## src/arcade_params.svh

```systemverilog
`ifndef ARCADE_PARAMS_SVH
`define ARCADE_PARAMS_SVH

// clock enable dividers, in clk_sys cycles
`define ARC_CEN_DIV 8
`define ARC_SND_DIV 45

// loader interface
`define ARC_ADDR_W 25
`define ARC_SPRITE_BASE 65536
`define ARC_ROM_INDEX 0

// variant select
`define ARC_GAME_W 7
`define ARC_GAME_PYRAMID 0
`define ARC_GAME_SPINNER 2
`define ARC_GAME_TWINSTICK 3
`define ARC_GAME_TRACKBALL 7

`endif

```

## src/arcade_pkg.sv

```systemverilog
`include "arcade_params.svh"

package arcade_pkg;

	typedef enum logic [`ARC_GAME_W-1:0] {
		GAME_PYRAMID   = `ARC_GAME_PYRAMID,
		GAME_SPINNER   = `ARC_GAME_SPINNER,
		GAME_TWINSTICK = `ARC_GAME_TWINSTICK,
		GAME_TRACKBALL = `ARC_GAME_TRACKBALL
	} game_e;

	typedef struct packed {
		logic up;
		logic down;
		logic left;
		logic right;
		logic fire_a;
		logic fire_b;
		logic fire_c;
		logic fire_d;
		logic up_b; // second stick
		logic down_b;
		logic left_b;
		logic right_b;
	} player_t;

	typedef struct packed {
		logic coin1;
		logic coin2;
		logic start1;
		logic start2;
	} panel_t;

	typedef struct packed {
		logic        addr; // 0 status, 1 game code
		logic [31:0] data;
	} cfg_wr_t;

	typedef struct packed {
		logic        reset_req;
		logic        service;
		logic        diagonal;
		logic [7:0]  dip;
		game_e       game;
	} cfg_t;

	typedef struct packed {
		logic cpu_clk;
		logic cen_5;
		logic cen_10_p;
		logic cen_10_n;
		logic snd_cen;
	} cen_t;

	typedef struct packed {
		logic [7:0] angle_hi;
		logic [7:0] angle_lo;
	} spin_view_t;

	typedef struct packed {
		logic [7:0] x;
		logic [7:0] y;
	} track_view_t;

	// one analog port word, read as spinner or trackball
	typedef union packed {
		spin_view_t  spin;
		track_view_t track;
	} analog_u;

	typedef struct packed {
		logic        region; // 0 main, 1 sprite
		logic [22:0] waddr;
		logic        lane; // 0 low byte
		logic [7:0]  data;
	} rom_wr_t;

	typedef struct packed {
		logic                   active;
		logic [7:0]             index;
		logic                   wr;
		logic [`ARC_ADDR_W-1:0] addr;
		logic [7:0]             data;
	} dl_t;

endpackage

```

## src/cfg_regs.sv

```systemverilog
`include "arcade_params.svh"

module cfg_regs (
	input  logic                 clk_sys,
	input  logic                 rst_n_i,
	input  logic                 cfg_we_i,
	input  arcade_pkg::cfg_wr_t  cfg_wr_i,
	output arcade_pkg::cfg_t     cfg_o
);

	logic [31:0]            status_q;
	logic [`ARC_GAME_W-1:0] game_q;

	always_ff @(posedge clk_sys) begin
		if (!rst_n_i) begin
			status_q <= '0;
			game_q   <= '0;
		end else if (cfg_we_i) begin
			if (cfg_wr_i.addr) begin
				game_q <= cfg_wr_i.data[`ARC_GAME_W-1:0];
			end else begin
				status_q <= cfg_wr_i.data;
			end
		end
	end

	// only the bits the front end acts on
	always_comb begin
		cfg_o.reset_req = status_q[0];
		cfg_o.service   = status_q[8];
		cfg_o.diagonal  = status_q[9];
		cfg_o.dip       = status_q[23:16];
		cfg_o.game      = arcade_pkg::game_e'(game_q); // unknown codes fall to pyramid
	end

endmodule

```

## src/clk_enables.sv

```systemverilog
`include "arcade_params.svh"

module clk_enables (
	input  logic              clk_sys,
	input  logic              rst_n_i,
	output arcade_pkg::cen_t  cen_o
);

	localparam int CPU_W = $clog2(`ARC_CEN_DIV);
	localparam int SND_W = $clog2(`ARC_SND_DIV);

	logic [CPU_W-1:0] cpu_cnt;
	logic [SND_W-1:0] snd_cnt;

	always_ff @(posedge clk_sys) begin
		if (!rst_n_i) begin
			cpu_cnt <= '0;
			snd_cnt <= '0;
			cen_o   <= '0;
		end else begin
			cpu_cnt <= (cpu_cnt == CPU_W'(`ARC_CEN_DIV - 1)) ? '0 : cpu_cnt + 1'b1;

			cen_o.cpu_clk  <= cpu_cnt[2]; // 50% duty cpu clock
			cen_o.cen_5    <= cpu_cnt == 3'd7;
			cen_o.cen_10_p <= cpu_cnt == 3'd3 || cpu_cnt == 3'd7;
			cen_o.cen_10_n <= cpu_cnt == 3'd1 || cpu_cnt == 3'd5;

			if (snd_cnt == SND_W'(`ARC_SND_DIV - 1)) begin
				snd_cnt       <= '0;
				cen_o.snd_cen <= 1'b1;
			end else begin
				snd_cnt       <= snd_cnt + 1'b1;
				cen_o.snd_cen <= 1'b0;
			end
		end
	end

endmodule

```

## src/spinner.sv

```systemverilog
module spinner (
	input  logic       clk_sys,
	input  logic       rst_n_i,
	input  logic       clear_i,
	input  logic       vblank_i,
	input  logic       dec_i,
	input  logic       inc_i,
	output logic [7:0] pos_o
);

	logic vblank_q;
	logic vb_rise;

	assign vb_rise = vblank_i & ~vblank_q;

	always_ff @(posedge clk_sys) begin
		if (!rst_n_i) begin
			vblank_q <= 1'b0;
		end else begin
			vblank_q <= vblank_i;
		end
	end

	// one step per frame, both buttons cancel out
	always_ff @(posedge clk_sys) begin
		if (!rst_n_i || clear_i) begin
			pos_o <= '0;
		end else if (vb_rise) begin
			case ({inc_i, dec_i})
				2'b10: pos_o <= pos_o + 8'd1;
				2'b01: pos_o <= pos_o - 8'd1; // wraps to 255
				default: pos_o <= pos_o;
			endcase
		end
	end

endmodule

```

## src/input_mapper.sv

```systemverilog
module input_mapper (
	input  logic                 clk_sys,
	input  logic                 rst_n_i,
	input  arcade_pkg::cfg_t     cfg_i,
	input  arcade_pkg::player_t  player1_i,
	input  arcade_pkg::player_t  player2_i,
	input  arcade_pkg::panel_t   panel_i,
	input  logic                 vblank_i,
	input  logic                 spin_clear_i,
	output logic [7:0]           in1_o,
	output logic [7:0]           in4_o,
	output arcade_pkg::analog_u  analog_o
);

	logic [7:0]          spin_pos;
	logic [7:0]          track_x;
	logic [7:0]          track_y;
	logic [7:0]          in1_d;
	logic [7:0]          in4_d;
	arcade_pkg::analog_u analog_d;

	// dial on the fire_c/d buttons or the second stick
	spinner i_spin (
		.clk_sys  (clk_sys),
		.rst_n_i  (rst_n_i),
		.clear_i  (spin_clear_i),
		.vblank_i (vblank_i),
		.dec_i    (player1_i.fire_c | player1_i.left_b),
		.inc_i    (player1_i.fire_d | player1_i.right_b),
		.pos_o    (spin_pos)
	);

	spinner i_track_x (
		.clk_sys  (clk_sys),
		.rst_n_i  (rst_n_i),
		.clear_i  (spin_clear_i),
		.vblank_i (vblank_i),
		.dec_i    (player1_i.left),
		.inc_i    (player1_i.right),
		.pos_o    (track_x)
	);

	spinner i_track_y (
		.clk_sys  (clk_sys),
		.rst_n_i  (rst_n_i),
		.clear_i  (spin_clear_i),
		.vblank_i (vblank_i),
		.dec_i    (player1_i.up),
		.inc_i    (player1_i.down),
		.pos_o    (track_y)
	);

	// down, up, left, right nibble; diagonal mode rotates to corner pairs
	function automatic logic [3:0] dir_bits(arcade_pkg::player_t p, logic diag);
		logic [3:0] d;
		if (diag) begin
			d = {p.down & p.left, p.up & p.right, p.left & p.up, p.right & p.down};
		end else begin
			d = {p.down, p.up, p.left, p.right};
		end
		return d;
	endfunction

	always_comb begin
		in1_d    = {player1_i.fire_a, ~cfg_i.service, 2'b00,
		            panel_i.coin2, panel_i.coin1, panel_i.start2, panel_i.start1};
		in4_d    = {dir_bits(player2_i, cfg_i.diagonal), dir_bits(player1_i, cfg_i.diagonal)};
		analog_d = '0;

		case (cfg_i.game)
			arcade_pkg::GAME_SPINNER: begin
				in1_d = {~cfg_i.service, player1_i.fire_a, 4'd0, panel_i.coin2, panel_i.coin1};
				in4_d = {player1_i.fire_b, panel_i.start2, panel_i.start1, player1_i.fire_a,
				         player1_i.left, player1_i.down, player1_i.right, player1_i.up};
				analog_d.spin.angle_hi = spin_pos;
				analog_d.spin.angle_lo = spin_pos;
			end
			arcade_pkg::GAME_TWINSTICK: begin
				in1_d = {panel_i.start2, panel_i.start1, 2'b00,
				         panel_i.coin2, panel_i.coin1, player1_i.fire_a, ~cfg_i.service};
				in4_d = {player1_i.left, player1_i.down, player1_i.right, player1_i.up,
				         player2_i.left | player1_i.left_b,   // right stick
				         player2_i.down | player1_i.down_b,
				         player2_i.right | player1_i.right_b,
				         player2_i.up | player1_i.up_b};
			end
			arcade_pkg::GAME_TRACKBALL: begin
				in1_d = {4'd0, panel_i.coin2, panel_i.coin1, player1_i.fire_a, ~cfg_i.service};
				in4_d = {4'd0, player2_i.fire_a, player2_i.fire_b,
				         player1_i.fire_a, player1_i.fire_b};
				analog_d.track.x = track_x;
				analog_d.track.y = track_y;
			end
			default: begin
			end
		endcase
	end

	always_ff @(posedge clk_sys) begin
		if (!rst_n_i) begin
			in1_o    <= '0;
			in4_o    <= '0;
			analog_o <= '0;
		end else begin
			in1_o    <= in1_d;
			in4_o    <= in4_d;
			analog_o <= analog_d;
		end
	end

endmodule

```

## src/download_ctrl.sv

```systemverilog
`include "arcade_params.svh"

module download_ctrl (
	input  logic                 clk_sys,
	input  logic                 rst_n_i,
	input  arcade_pkg::cfg_t     cfg_i,
	input  arcade_pkg::dl_t      dl_i,
	output logic                 rom_req_o,
	input  logic                 rom_ack_i,
	output arcade_pkg::rom_wr_t  rom_wr_o,
	output logic                 core_reset_o
);

	logic                   wr_q;
	logic                   active_q;
	logic                   ack_wait_q;
	logic                   rom_loaded;
	logic                   rom_sel;
	logic                   accept;
	logic [`ARC_ADDR_W-1:0] spr_off;
	arcade_pkg::rom_wr_t    rom_wr_d;

	assign rom_sel = dl_i.active && (dl_i.index == 8'(`ARC_ROM_INDEX));
	// edges during an open transfer are dropped
	assign accept  = rom_sel && dl_i.wr && !wr_q && !rom_req_o && !ack_wait_q && !rom_ack_i;
	assign spr_off = dl_i.addr - `ARC_ADDR_W'(`ARC_SPRITE_BASE);

	always_comb begin
		rom_wr_d.data = dl_i.data;
		if (dl_i.addr < `ARC_ADDR_W'(`ARC_SPRITE_BASE)) begin
			rom_wr_d.region = 1'b0;
			rom_wr_d.waddr  = dl_i.addr[23:1];
			rom_wr_d.lane   = dl_i.addr[0];
		end else begin
			rom_wr_d.region = 1'b1;
			rom_wr_d.waddr  = {8'd0, spr_off[13:0], spr_off[15]}; // two roms side by side
			rom_wr_d.lane   = spr_off[14];
		end
	end

	always_ff @(posedge clk_sys) begin
		if (accept) begin
			rom_wr_o <= rom_wr_d;
		end
	end

	// four-phase req/ack
	always_ff @(posedge clk_sys) begin
		if (!rst_n_i) begin
			wr_q       <= 1'b0;
			rom_req_o  <= 1'b0;
			ack_wait_q <= 1'b0;
		end else begin
			wr_q <= dl_i.wr;
			if (accept) begin
				rom_req_o <= 1'b1;
			end else if (rom_req_o && rom_ack_i) begin
				rom_req_o  <= 1'b0;
				ack_wait_q <= 1'b1; // until ack drops
			end else if (ack_wait_q && !rom_ack_i) begin
				ack_wait_q <= 1'b0;
			end
		end
	end

	always_ff @(posedge clk_sys) begin
		if (!rst_n_i) begin
			active_q     <= 1'b0;
			rom_loaded   <= 1'b0;
			core_reset_o <= 1'b1;
		end else begin
			active_q <= dl_i.active;
			if (active_q && !dl_i.active) begin
				rom_loaded <= 1'b1;
			end
			core_reset_o <= cfg_i.reset_req | ~rom_loaded;
		end
	end

endmodule

```

## src/arcade_io_top.sv

```systemverilog
module arcade_io_top (
	input  logic                 clk_sys,
	input  logic                 rst_n_i,
	input  logic                 cfg_we_i,
	input  arcade_pkg::cfg_wr_t  cfg_wr_i,
	input  arcade_pkg::player_t  player1_i,
	input  arcade_pkg::player_t  player2_i,
	input  arcade_pkg::panel_t   panel_i,
	input  logic                 vblank_i,
	input  logic                 spin_clear_i,
	input  arcade_pkg::dl_t      dl_i,
	input  logic                 rom_ack_i,
	output logic [7:0]           in1_o,
	output logic [7:0]           in4_o,
	output arcade_pkg::analog_u  analog_o,
	output arcade_pkg::cen_t     cen_o,
	output logic                 rom_req_o,
	output arcade_pkg::rom_wr_t  rom_wr_o,
	output logic                 core_reset_o,
	output logic [7:0]           dip_o
);

	arcade_pkg::cfg_t cfg;

	assign dip_o = cfg.dip; // straight to the board dip inputs

	cfg_regs i_cfg_regs (
		.clk_sys  (clk_sys),
		.rst_n_i  (rst_n_i),
		.cfg_we_i (cfg_we_i),
		.cfg_wr_i (cfg_wr_i),
		.cfg_o    (cfg)
	);

	clk_enables i_clk_enables (
		.clk_sys (clk_sys),
		.rst_n_i (rst_n_i),
		.cen_o   (cen_o)
	);

	input_mapper i_input_mapper (
		.clk_sys      (clk_sys),
		.rst_n_i      (rst_n_i),
		.cfg_i        (cfg),
		.player1_i    (player1_i),
		.player2_i    (player2_i),
		.panel_i      (panel_i),
		.vblank_i     (vblank_i),
		.spin_clear_i (spin_clear_i),
		.in1_o        (in1_o),
		.in4_o        (in4_o),
		.analog_o     (analog_o)
	);

	download_ctrl i_download_ctrl (
		.clk_sys      (clk_sys),
		.rst_n_i      (rst_n_i),
		.cfg_i        (cfg),
		.dl_i         (dl_i),
		.rom_req_o    (rom_req_o),
		.rom_ack_i    (rom_ack_i),
		.rom_wr_o     (rom_wr_o),
		.core_reset_o (core_reset_o)
	);

endmodule

```

## config.mk

```make
export PLATFORM = sky130hd
export DESIGN_NAME = arcade_io_top
export DESIGN_NICKNAME = d
export VERILOG_FILES = /design/src/arcade_pkg.sv /design/src/cfg_regs.sv /design/src/clk_enables.sv /design/src/spinner.sv /design/src/input_mapper.sv /design/src/download_ctrl.sv /design/src/arcade_io_top.sv
export VERILOG_INCLUDE_DIRS = /design/src
export SDC_FILE = /design/constraint.sdc
export NUM_CORES = 1
export LEC_CHECK = 0
export CORE_UTILIZATION = 68
export CTS_CLUSTER_DIAMETER = 200
export DETAILED_ROUTE_END_ITERATION = 8
export DONT_BUFFER_PORTS = 1
export GPL_TIMING_DRIVEN = 0
export PLACE_DENSITY = 0.84
export REMOVE_ABC_BUFFERS = 1
export SLEW_MARGIN = 20
export SYNTH_ARGS = -nofsm -noshare
export SYNTH_HDL_FRONTEND = slang
export SYNTH_SLANG_ARGS = --single-unit
export TNS_END_PERCENT = 100
```

## constraint.sdc

```tcl
create_clock -name clk_sys -period 4.5 [get_ports clk_sys]
set_input_delay 0.225 -clock clk_sys [delete_from_list [all_inputs] [get_ports clk_sys]]
set_output_delay 0.225 -clock clk_sys [all_outputs]
set_load 0.05 [all_outputs]
```

== After elaboration in Yosys (flattened, before gate mapping) ==
Cells that the tools add are included.
Word-level totals
  bits in registers: 141
  input bits: 110
  word-level logic and storage cells: 119
  output and inout port bits: 80
Cells by class
  reduce and logical (&&, ||, !) cells: 32
  mux-type cells: 14
  bitwise logic cells: 22
  order comparisons: 1
  equality and inequality tests: 14
  add/sub/neg operators: 9
Operators by type and width (number)
  8-bit one-hot mux with 2 select lines: 3
  8-bit one-hot mux with 3 select lines: 2
  16-bit one-hot mux with 2 select lines: 1
  25-bit by 17-bit less-than comparator with 1-bit output, second input constant: 1
  25-bit two-way mux: 1
  8-bit by 1-bit adder with 8-bit output, second input constant: 3
  8-bit by 1-bit subtractor with 8-bit output, second input constant: 3
  16-bit by 1-bit subtractor with 16-bit output, second input constant: 1
  7-bit by 2-bit equality test with 1-bit output, second input constant: 2
  2-bit AND reduction: 6
  2-bit nonzero test: 5
  1-bit AND: 9
  1-bit logical AND: 9
  8-bit zero test: 1
  4-bit two-way mux: 2
  7-bit by 3-bit equality test with 1-bit output, second input constant: 1
  1-bit bitwise OR: 7
  6-bit by 1-bit adder with 6-bit output, second input constant: 1
  2-bit by 1-bit equality test with 1-bit output, second input constant: 3
  2-bit equality test, second input constant: 3
  3-bit equality test, second input constant: 2
  6-bit equality test, second input constant: 1
  1-bit zero test: 6
  1-bit NOT: 6
  other kinds (6): 13

== Logic depth before layout (Yosys ltp) ==
Gate-level depths: netlist of the first run.
  depth after elaboration: 9
  gate-level depth with buffers: 12

== Modules after synthesis ==
A second synthesis of the first run with hierarchy kept.
Second synthesis, totals
  cells, all modules: 645
  area, all modules: 6243.5 sq um
By module, submodules not included
  spinner: seq. area each 180.2 sq um, cells each 94, area an instance 735.7 sq um, times used 3
  download_ctrl: seq. area each 1111.1 sq um, cells each 75, area an instance 1462.7 sq um, times used 1
  input_mapper: seq. area each 600.6 sq um, cells each 153, area an instance 1302.5 sq um, times used 1
  cfg_regs: seq. area each 360.3 sq um, cells each 79, area an instance 724.4 sq um, times used 1
  clk_enables: seq. area each 280.3 sq um, cells each 56, area an instance 546.8 sq um, times used 1

== Worst setup path before layout of the first run ==
Ideal clock, no wire load.
  path type: input -> register
  start point: input port player1_i[1] (netlist name)
  end point: register i_input_mapper.i_spin.pos_o[6]
  setup time: 0.128 ns
  cell stages on the path: 12
  buffers on the path: 2
  setup slack: 2.053 ns
  arrival: 2.319 ns
  data required time: 4.372 ns
  cells stage by stage: or2_2 -> ha_1 -> buf_2 -> buf_2 -> xor2_1 -> ha_1 -> a21boi_1 -> o22a_1 -> a211o_1 -> a31oi_1 -> xnor2_1 -> nor2_1
On the way
  word-level cells in the longest chain between the ends: 4
  elaborated cells between the ends (all ways): 6
RTL lines
  start, declared: RTL line arcade_io_top.sv:6  | input arcade_pkg::player_t player1_i,
  1-bit bitwise OR *: RTL line input_mapper.sv:28  | .dec_i (player1_i.fire_c | player1_i.left_b),
  2-bit by 1-bit equality test with 1-bit output / 2-bit equality test (equally long branches): RTL line spinner.sv:29  | case ({inc_i, dec_i})
  2-bit nonzero test (no source line)
  2-bit AND reduction (no source line)
  end signal, assigned: RTL line spinner.sv:30  | 2'b10: pos_o <= pos_o + 8'd1;
  end signal, assigned: RTL line spinner.sv:31  | 2'b01: pos_o <= pos_o - 8'd1;
  end signal, assigned: RTL line spinner.sv:32  | default: pos_o <= pos_o;
  end, declared: RTL line spinner.sv:8  | output logic [7:0] pos_o
Every way passes the cells marked *; elsewhere a longest branch is shown, timed or not.
A chain may end at the register's enable or synchronous reset.

== Final worst setup path of the first run ==
  start point: register i_cfg_regs.game_q[5]
  end point: register i_input_mapper.in1_o[7]
On the way
  word-level cells in the longest chain between the ends: 2
  elaborated cells between the ends (all ways): 4
RTL lines
  start, declared: RTL line cfg_regs.sv:12  | logic [`ARC_GAME_W-1:0] game_q;
  start signal, assigned: RTL line cfg_regs.sv:20  | game_q <= cfg_wr_i.data[`ARC_GAME_W-1:0];
  7-bit by 3-bit equality test with 1-bit output / 7-bit by 2-bit equality test with 1-bit output (equally long branches): RTL line input_mapper.sv:70  | case (cfg_i.game)
  8-bit one-hot mux with 3 select lines *: RTL line input_mapper.sv:70
  end signal, assigned: RTL line input_mapper.sv:105  | in1_o <= in1_d;
  end, declared: RTL line input_mapper.sv:10  | output logic [7:0] in1_o,
Marks and branches as above.

==> impl_results.md, run 1 <==
* Outcome: finished, final reports clean
* ANT cells at 0
* Post-Synth XOR/XNOR Area at between 3 and 4%
* Vias per cell at roughly 6.3
* Netlist cell types at just under 70
* Crit path depth at 7
* Top Family by Delay on Critical Path: simple AND/OR/NAND/NOR gates
* Setup_tns at 0 ns
* DPL Wire Length at ~9300 um
* Vias in the first global route at roughly 5.1k
* Post-synthesis cell count at ~650
* Worst r2r src: i_cfg_regs.game_q[5]$_SDFFE_PN0P_
* Cell Area, Synth at around 0.0060 mm2
* Most frequent cells in the layout: 93 x dfxtp_1, 78 x nand2_1, 76 x dlygate4sd3_1
* Layout Area Growth over Synthesis at 19.8%
* Largest net degree at the start of global routing at 50
* # clock sinks at 126
* Average footprint of a synthesized cell at between 9 and 10 um2
* Clock slew at reported path FFs at ~0.060 ns
* Gpl congestion at around 0.92
* Fin worst setup slack at approximately 1.5 ns
* CP Capture Type: register
* CTS tree: done
* Post-synthesis adder-cell area fraction at 3.33%
* Antenna Violating Nets Remaining at 0
* Fill count at 480
* Yosys reg bits at roughly 130
* Core area at about 0.0084 mm2
* Power Total at roughly 2.8 mW
* WL final at 16400 um
* Die H at between 90 and 100 um
* Crit. Startpoint: i_cfg_regs.game_q[5]$_SDFFE_PN0P_
* Area leader, netlist: dfxtp_1
* Drt wl/cell at between 20 and 25 um
* Critical path peak fanout at 24
* Worst setup SP type: register
* Largest family of logic cells by synthesized area: simple AND/OR/NAND/NOR gates
* Initial drt markers at between 300 and 400
* Total grt overflow at 0
* Compound-Gate Fraction of Synth Area at around 16%
* Post-synth top area share at a little under a third
* Reg-to-Reg End: i_input_mapper.in1_o[7]$_SDFF_PN0_
* Clk_lat worst skew at about 0.52 ns
* Crit path cell chain: nor2_1 -> nand3_1 -> nor3b_1 -> a22oi_1 -> dlygate4sd3_1 -> o21ai_0 -> and2_1
* Rows at 33
* Area post-placement at approximately 0.0059 mm2
* Vias at around 5.2k
* Area contributors post-synth: dfxtp_1 31%, edfxtp_1 16%, a21oi_1 4.9%
* H-tree depth at 4
* RSZ-0062 raised after global routing: false
* Max cap viols at 0
* Pins over their slew limit at 0
* Asr flop ratio synth at 0%
* Die width at 96.0 um
* Leakage at about 2.7 nW
* I/O pin count at between 150 and 200
* Setup crit end: i_input_mapper.in1_o[7]$_SDFF_PN0_
* Crit path largest cell delay at 0.88 ns
* Reg2Reg Setup Slack at roughly 1.5 ns
* Share of cells above drive strength 1 at under 10%
* Root Buffer: clkbuf_8
* Nets@finish at between 800 and 900
* Clock Path Buffers at 2
* Area of the die at between 0.009 and 0.01 mm2
* Seq/Total Area, Yosys at between 40% and 50%
* Skew final at between 0.008 and 0.009 ns
* Hold crit path type: in2reg
* EDFF count, synth at 33
* Residual DRC at 0
* Peak VDD IR at 0.339 mV
* Number of buffers created by CTS at 17
* Initial antenna violation count at 0
* Final hold violations at 0
* Cell area after layout at 0.00721 mm2
* Slowest stage cell, crit path: nor3b_1
* Most used DFF post-synth: dfxtp_1
* First-pass GRT wire length at between 20000 and 30000 um
* Worst Tran Pin Value at 1.05 ns
* Gr usage total at a little over a third
* Power Density at between 300 and 400 mW/mm2
* CP Class: reg2reg
* Fmax achieved at approximately 0.33 GHz
* Yosys warns at 0
* Commonest non-fill, non-tap cell in the layout: dfxtp_1
* Buf/Inv on CP at 1
* Port Buffer Count at 0
* WP data arrival at between 3 and 4 ns
* Synth Area in Simple Gates at 19.9%
* Final min period at 3.02 ns
* Relative slew slack at 29.8%
* Layout Utilization at roughly 86%
* Post-synthesis mux area share at between 3 and 4%
* Setup WS pre-CTS at 1.83 ns
* Initial core utilization at between 70% and 80%
* Number of detailed-route iterations in the first pass at 6
* Period utilization at 67.2%
* Finish-stage setup viols at 0
* Cells on worst reg2reg path at 7
* Critical Path RT at a little under 5 ns
-- worst min-delay path by stage --
stage	start	to	slack, ns	depth (start not counted)
CTS	player2_i[8]	i_input_mapper.in4_o[4]$_SDFF_PN0_	0.0007	3
finish	panel_i[0]	i_input_mapper.in1_o[1]$_SDFF_PN0_	0.01	2
floorplan	rst_n_i	i_download_ctrl.core_reset_o$_SDFF_PN1_	0.31	1
detailed placement	rst_n_i	i_download_ctrl.core_reset_o$_SDFF_PN1_	0.32	1
global route	player2_i[8]	i_input_mapper.in4_o[4]$_SDFF_PN0_	0.04	3
global placement	rst_n_i	i_download_ctrl.core_reset_o$_SDFF_PN1_	0.32	1
-- registers in the layout, indices dropped and copies added, names as in the netlist --
signal,count
i_cfg_regs.game_q,7
i_input_mapper.analog_o,16
i_input_mapper.i_spin.pos_o,8
i_download_ctrl.rom_req_o,1
i_clk_enables.snd_cnt,6
i_input_mapper.i_track_x.pos_o,8
i_input_mapper.in4_o,8
i_input_mapper.in1_o,6
i_clk_enables.cen_o,5
i_download_ctrl.active_q,1
i_cfg_regs.status_q,11
i_download_ctrl.rom_wr_o,33
i_download_ctrl.ack_wait_q,1
i_clk_enables.cpu_cnt,3
i_input_mapper.i_spin.vblank_q,1
i_input_mapper.i_track_y.pos_o,8
i_download_ctrl.rom_loaded,1
i_download_ctrl.wr_q,1
i_download_ctrl.core_reset_o,1
-- Yosys cell counts, types with 3 or more instances --
library cell	number
or4_1	3
nor3b_1	7
a21o_1	3
xnor2_1	10
inv_1	13
and3_1	11
nor2b_1	10
dfxtp_1	93
and2_1	5
nor4_1	8
nand4_1	4
nand3_1	13
nor2_1	57
buf_6	4
o21bai_1	3
nand2_1	78
a22oi_1	5
o211ai_1	6
edfxtp_1	33
buf_2	11
a32oi_1	5
nor3_1	6
a31oi_1	6
nand3b_1	3
mux2_2	17
clkbuf_1	26
a211oi_1	4
a21oi_1	59
xor2_1	16
buf_4	11
o21a_1	7
or3_1	7
ha_1	16
o21ai_0	27
nand2b_1	15
-- layer usage --
metal / up-vias / global-route usage, % / routed length (um)
met5: - / 0 / 0
met4: 0 / 19.4 / 736
met3: 73 / 11.4 / 1400
met2: 279 / 64.7 / 8400
met1: 2420 / 38.6 / 5890
li1: 2378 / - / -
-- logic make-up after synthesis --
kind of cell,count (synthesis)
multiplexers,20
buffers and inverters,67
AO/OA/AOI/OAI,152
AND/OR/NAND/NOR,240
flip-flops,126
other,1
adder cells (fa/ha/maj),16
XOR/XNOR,26
-- timing repair --
| action | CTS | global route |
|---|---|---|
| setup buffers | 0 | 0 |
| gates resized for setup | 0 | 0 |
| hold buffers | 76 | 0 |
| endpoints found under the hold margin | 73 | 0 |
-- per-stage QoR --
stage                     cells  hold WS, ns
final                       816       0.0131
after global routing        816       0.0419
after CTS                   816     0.000655
after detailed placement    708        0.323
after global placement      708        0.317
after floorplan             603        0.311
-- report_power, final --
| group | internal, mW | total [mW] | leakage, nW | switching [mW] |
|---|---|---|---|---|
| Sequential | 1.19 | 1.27 | 1.06 | 0.0803 |
| Clock | 0.740 | 1.28 | 0.265 | 0.536 |
| Combinational | 0.109 | 0.225 | 1.38 | 0.116 |
-- final cells by class --
type | count | area (um2) | area share, %
Timing Repair Buffer | 76 | 761 | 10.6
Clock inverter | 15 | 140 | 1.94
Sequential cell | 126 | 2850 | 39.6
Multi-Input combinational cell | 464 | 2860 | 39.7
Inverter | 13 | 48.8 | 0.677
Tap cell | 105 | 131 | 1.82
Clock buffer | 17 | 414 | 5.75
(Power assumes the default switching activity.)
==> run 2: changes to the inputs <==
Settings changed: CORE_UTILIZATION 68 to 57, PLACE_DENSITY 0.84 to 0.75.
Clock period 4.5 ns to 2.75 ns, I/O delays scaled along.
==> impl_results.md, run 2 (synthesized netlist as in run 1, its figures left out) <==
* Clk_lat worst skew at 0.53 ns
* Period utilization at between 80% and 90%
* Skew final at 0.00869 ns
* Initial antenna violation count at 0
* Sequential power share at a little over two fifths
* Worst r2r src: i_cfg_regs.game_q[5]$_SDFFE_PN0P_
* Crit path depth at 6
* Post-CTS Setup Bufs at 0
* Leakage at around 2.8 nW
* Area of the multi-input gates at ~0.0029 mm2
* Number of detailed-route iterations in the first pass at 4
* RSZ-0062 raised after global routing: false
* Outcome: finished, final reports clean
* Slowest stage cell, crit path: dlygate4sd3_1
* Most frequent cell on the critical path: nor2_1
* Hold Path Origin: player1_i[9]
* Sw Ratio at between 20% and 30%
* Final hold violations at 0
* Max cap viols at 0
* CTS tree: done
* Crit path cell chain: nor2_1 -> nand3_2 -> nor2_1 -> a22oi_1 -> and3_1 -> dlygate4sd3_1
* Core area at a little over 0.01 mm2
* Port Buffer Count at 0
* Rows at 37
* Reg-to-Reg End: i_input_mapper.in4_o[1]$_SDFF_PN0_
* Vias at around 5.2k
* Fill count at 711
* WP data arrival at about 2.8 ns
* Most frequent cells in the layout: 101 x dlygate4sd3_1, 92 x dfxtp_1, 78 x nand2_1
* Worst Tran Pin Value at roughly 1.1 ns
* Critical path peak fanout at 24
* Finish-stage setup viols at 0
* Gpl congestion at 0.865
* CP Capture Type: register
* First-pass GRT wire length at approximately 25000 um
* Clock slew at reported path FFs at approximately 0.060 ns
* Pint at 3.59 mW
* Commonest non-fill, non-tap cell in the layout: dlygate4sd3_1
* Buf/Inv on CP at 1
* CP Class: reg2reg
* Pins over their slew limit at 0
* Cells on worst reg2reg path at 6
* Residual DRC at 0
* Initial core utilization at between 50% and 60%
* Vias per cell at between 5 and 6
* Share of cells above drive strength 1 at under 10%
* Initial drt markers at between 200 and 300
* Total grt overflow at 0
* Layout Area Growth over Synthesis at 25.9%
* Fmax achieved at 0.421 GHz
* Power Density at 628 mW/mm2
* Nets@finish at between 800 and 900
* Reg2Reg Setup Slack at ~0.38 ns
* Area of the die at between 0.01 and 0.015 mm2
* Clk network pwr share at a little under half
* Hold crit path type: in2reg
* WL final at between 15000 and 20000 um
* Root Buffer: clkbuf_8
* Peak VDD IR at ~0.50 mV
* Top reg by flops: i_download_ctrl.rom_wr_o
* Drt wl/cell at between 15 and 20 um
* ANT cells at 0
* DPL Wire Length at approximately 9400 um
* Placed Instances at ~740
* Max reg flops at 33
* Total net switching power at approximately 1.2 mW
* WHS Endpoint: i_input_mapper.i_track_x.pos_o[1]$_SDFFE_PP0P_
* Number of buffers created by CTS at 17
* I/O pin count at 190
* Hold depth at 4
* Die width at approximately 100 um
* Antenna Violating Nets Remaining at 0
* Layout Utilization at between 70% and 80%
* H-tree depth at 4
* Setup_tns at 0 ns
* Die H at 105 um
* Vias in the first global route at 5235
* Gr usage total at 29.8%
* Final min period at about 2.4 ns
* Relative slew slack at 29.5%
* Fin worst setup slack at ~0.38 ns
* Clock Path Buffers at 2
* Worst setup SP type: register
* Crit path largest cell delay at between 0.5 and 0.6 ns
* Register area at 0.00285 mm2
* Critical Path RT at between 3 and 4 ns
* Biggest regs: i_download_ctrl.rom_wr_o x33, i_input_mapper.analog_o x16, i_cfg_regs.status_q x11
* Largest net degree at the start of global routing at 50
* Logic pwr share at about 8.3%
* # clock sinks at 126
* Top Family by Delay on Critical Path: simple AND/OR/NAND/NOR gates
* Layout Cells excl Fill at around 870
* Setup WS pre-CTS at between 0.2 and 0.25 ns
[run 2: worst reg2reg max path, cell delays in order (launching register included)]
cell	delay [ns]
dfxtp_1	0.34
nor2_1	0.21
nand3_2	0.42
nor2_1	0.43
a22oi_1	0.12
and3_1	0.20
dlygate4sd3_1	0.54
[run 2: layout make-up]
| cell class | instances | share of cell area, % |
|---|---|---|
| clock buffer | 24 | 7.04 |
| clock inverter | 8 | 1.17 |
| inverter | 13 | 0.645 |
| multi-input combinational | 464 | 37.8 |
| sequential | 126 | 37.7 |
| tap | 136 | 2.25 |
| timing repair buffer | 101 | 13.4 |
[run 2: stage by stage]
stage,area [um2],total power [mW],hold slack (ns)
after floorplan,5760,2.31,0.224
after global placement,5930,2.36,0.233
after detailed placement,5930,2.37,0.231
after CTS,7560,4.76,0.00695
after global routing,7570,4.90,0.0504
final,7570,4.75,0.0250
[run 2: power by group through the flow]
stage / registers [mW] / logic [mW] / clock network [mW]
6_report: 2.08 / 0.395 / 2.28
5_1_grt: 2.08 / 0.432 / 2.39
4_1_cts: 2.07 / 0.377 / 2.31
3_5_place_dp: 2.11 / 0.257 / 0
3_3_place_gp: 2.11 / 0.245 / 0
2_1_floorplan: 2.10 / 0.207 / 0
[run 2: worst max path at each step]
stage | startpoint | slack (ns) | endpoint
final | i_cfg_regs.game_q[5]$_SDFFE_PN0P_ | 0.38 | i_input_mapper.in4_o[1]$_SDFF_PN0_
after global routing | i_cfg_regs.game_q[5]$_SDFFE_PN0P_ | 0.15 | i_input_mapper.in4_o[0]$_SDFF_PN0_
after CTS | i_cfg_regs.game_q[5]$_SDFFE_PN0P_ | 0.17 | i_input_mapper.in4_o[0]$_SDFF_PN0_
after detailed placement | player1_i[1] | 0.20 | i_input_mapper.i_spin.pos_o[6]$_SDFFE_PP0P_
after global placement | player1_i[1] | 0.24 | i_input_mapper.i_spin.pos_o[6]$_SDFFE_PP0P_
after floorplan | player1_i[1] | 0.42 | i_input_mapper.i_spin.pos_o[6]$_SDFFE_PP0P_
[run 2: metal layers]
| layer | vias up | global-route usage (%) | routed length [um] |
|---|---|---|---|
| li1 | 2422 | - | - |
| met1 | 2451 | 34.5 | 6150 |
| met2 | 298 | 50.9 | 8050 |
| met3 | 41 | 8.73 | 1400 |
| met4 | 0 | 13.3 | 464 |
| met5 | - | 0 | 0 |
[run 2: repair_timing]
action,4_1_cts,5_1_grt
hold endpoints to repair,80,0
hold buffers,101,0
gates resized for setup,0,2
setup endpoints to repair,0,10
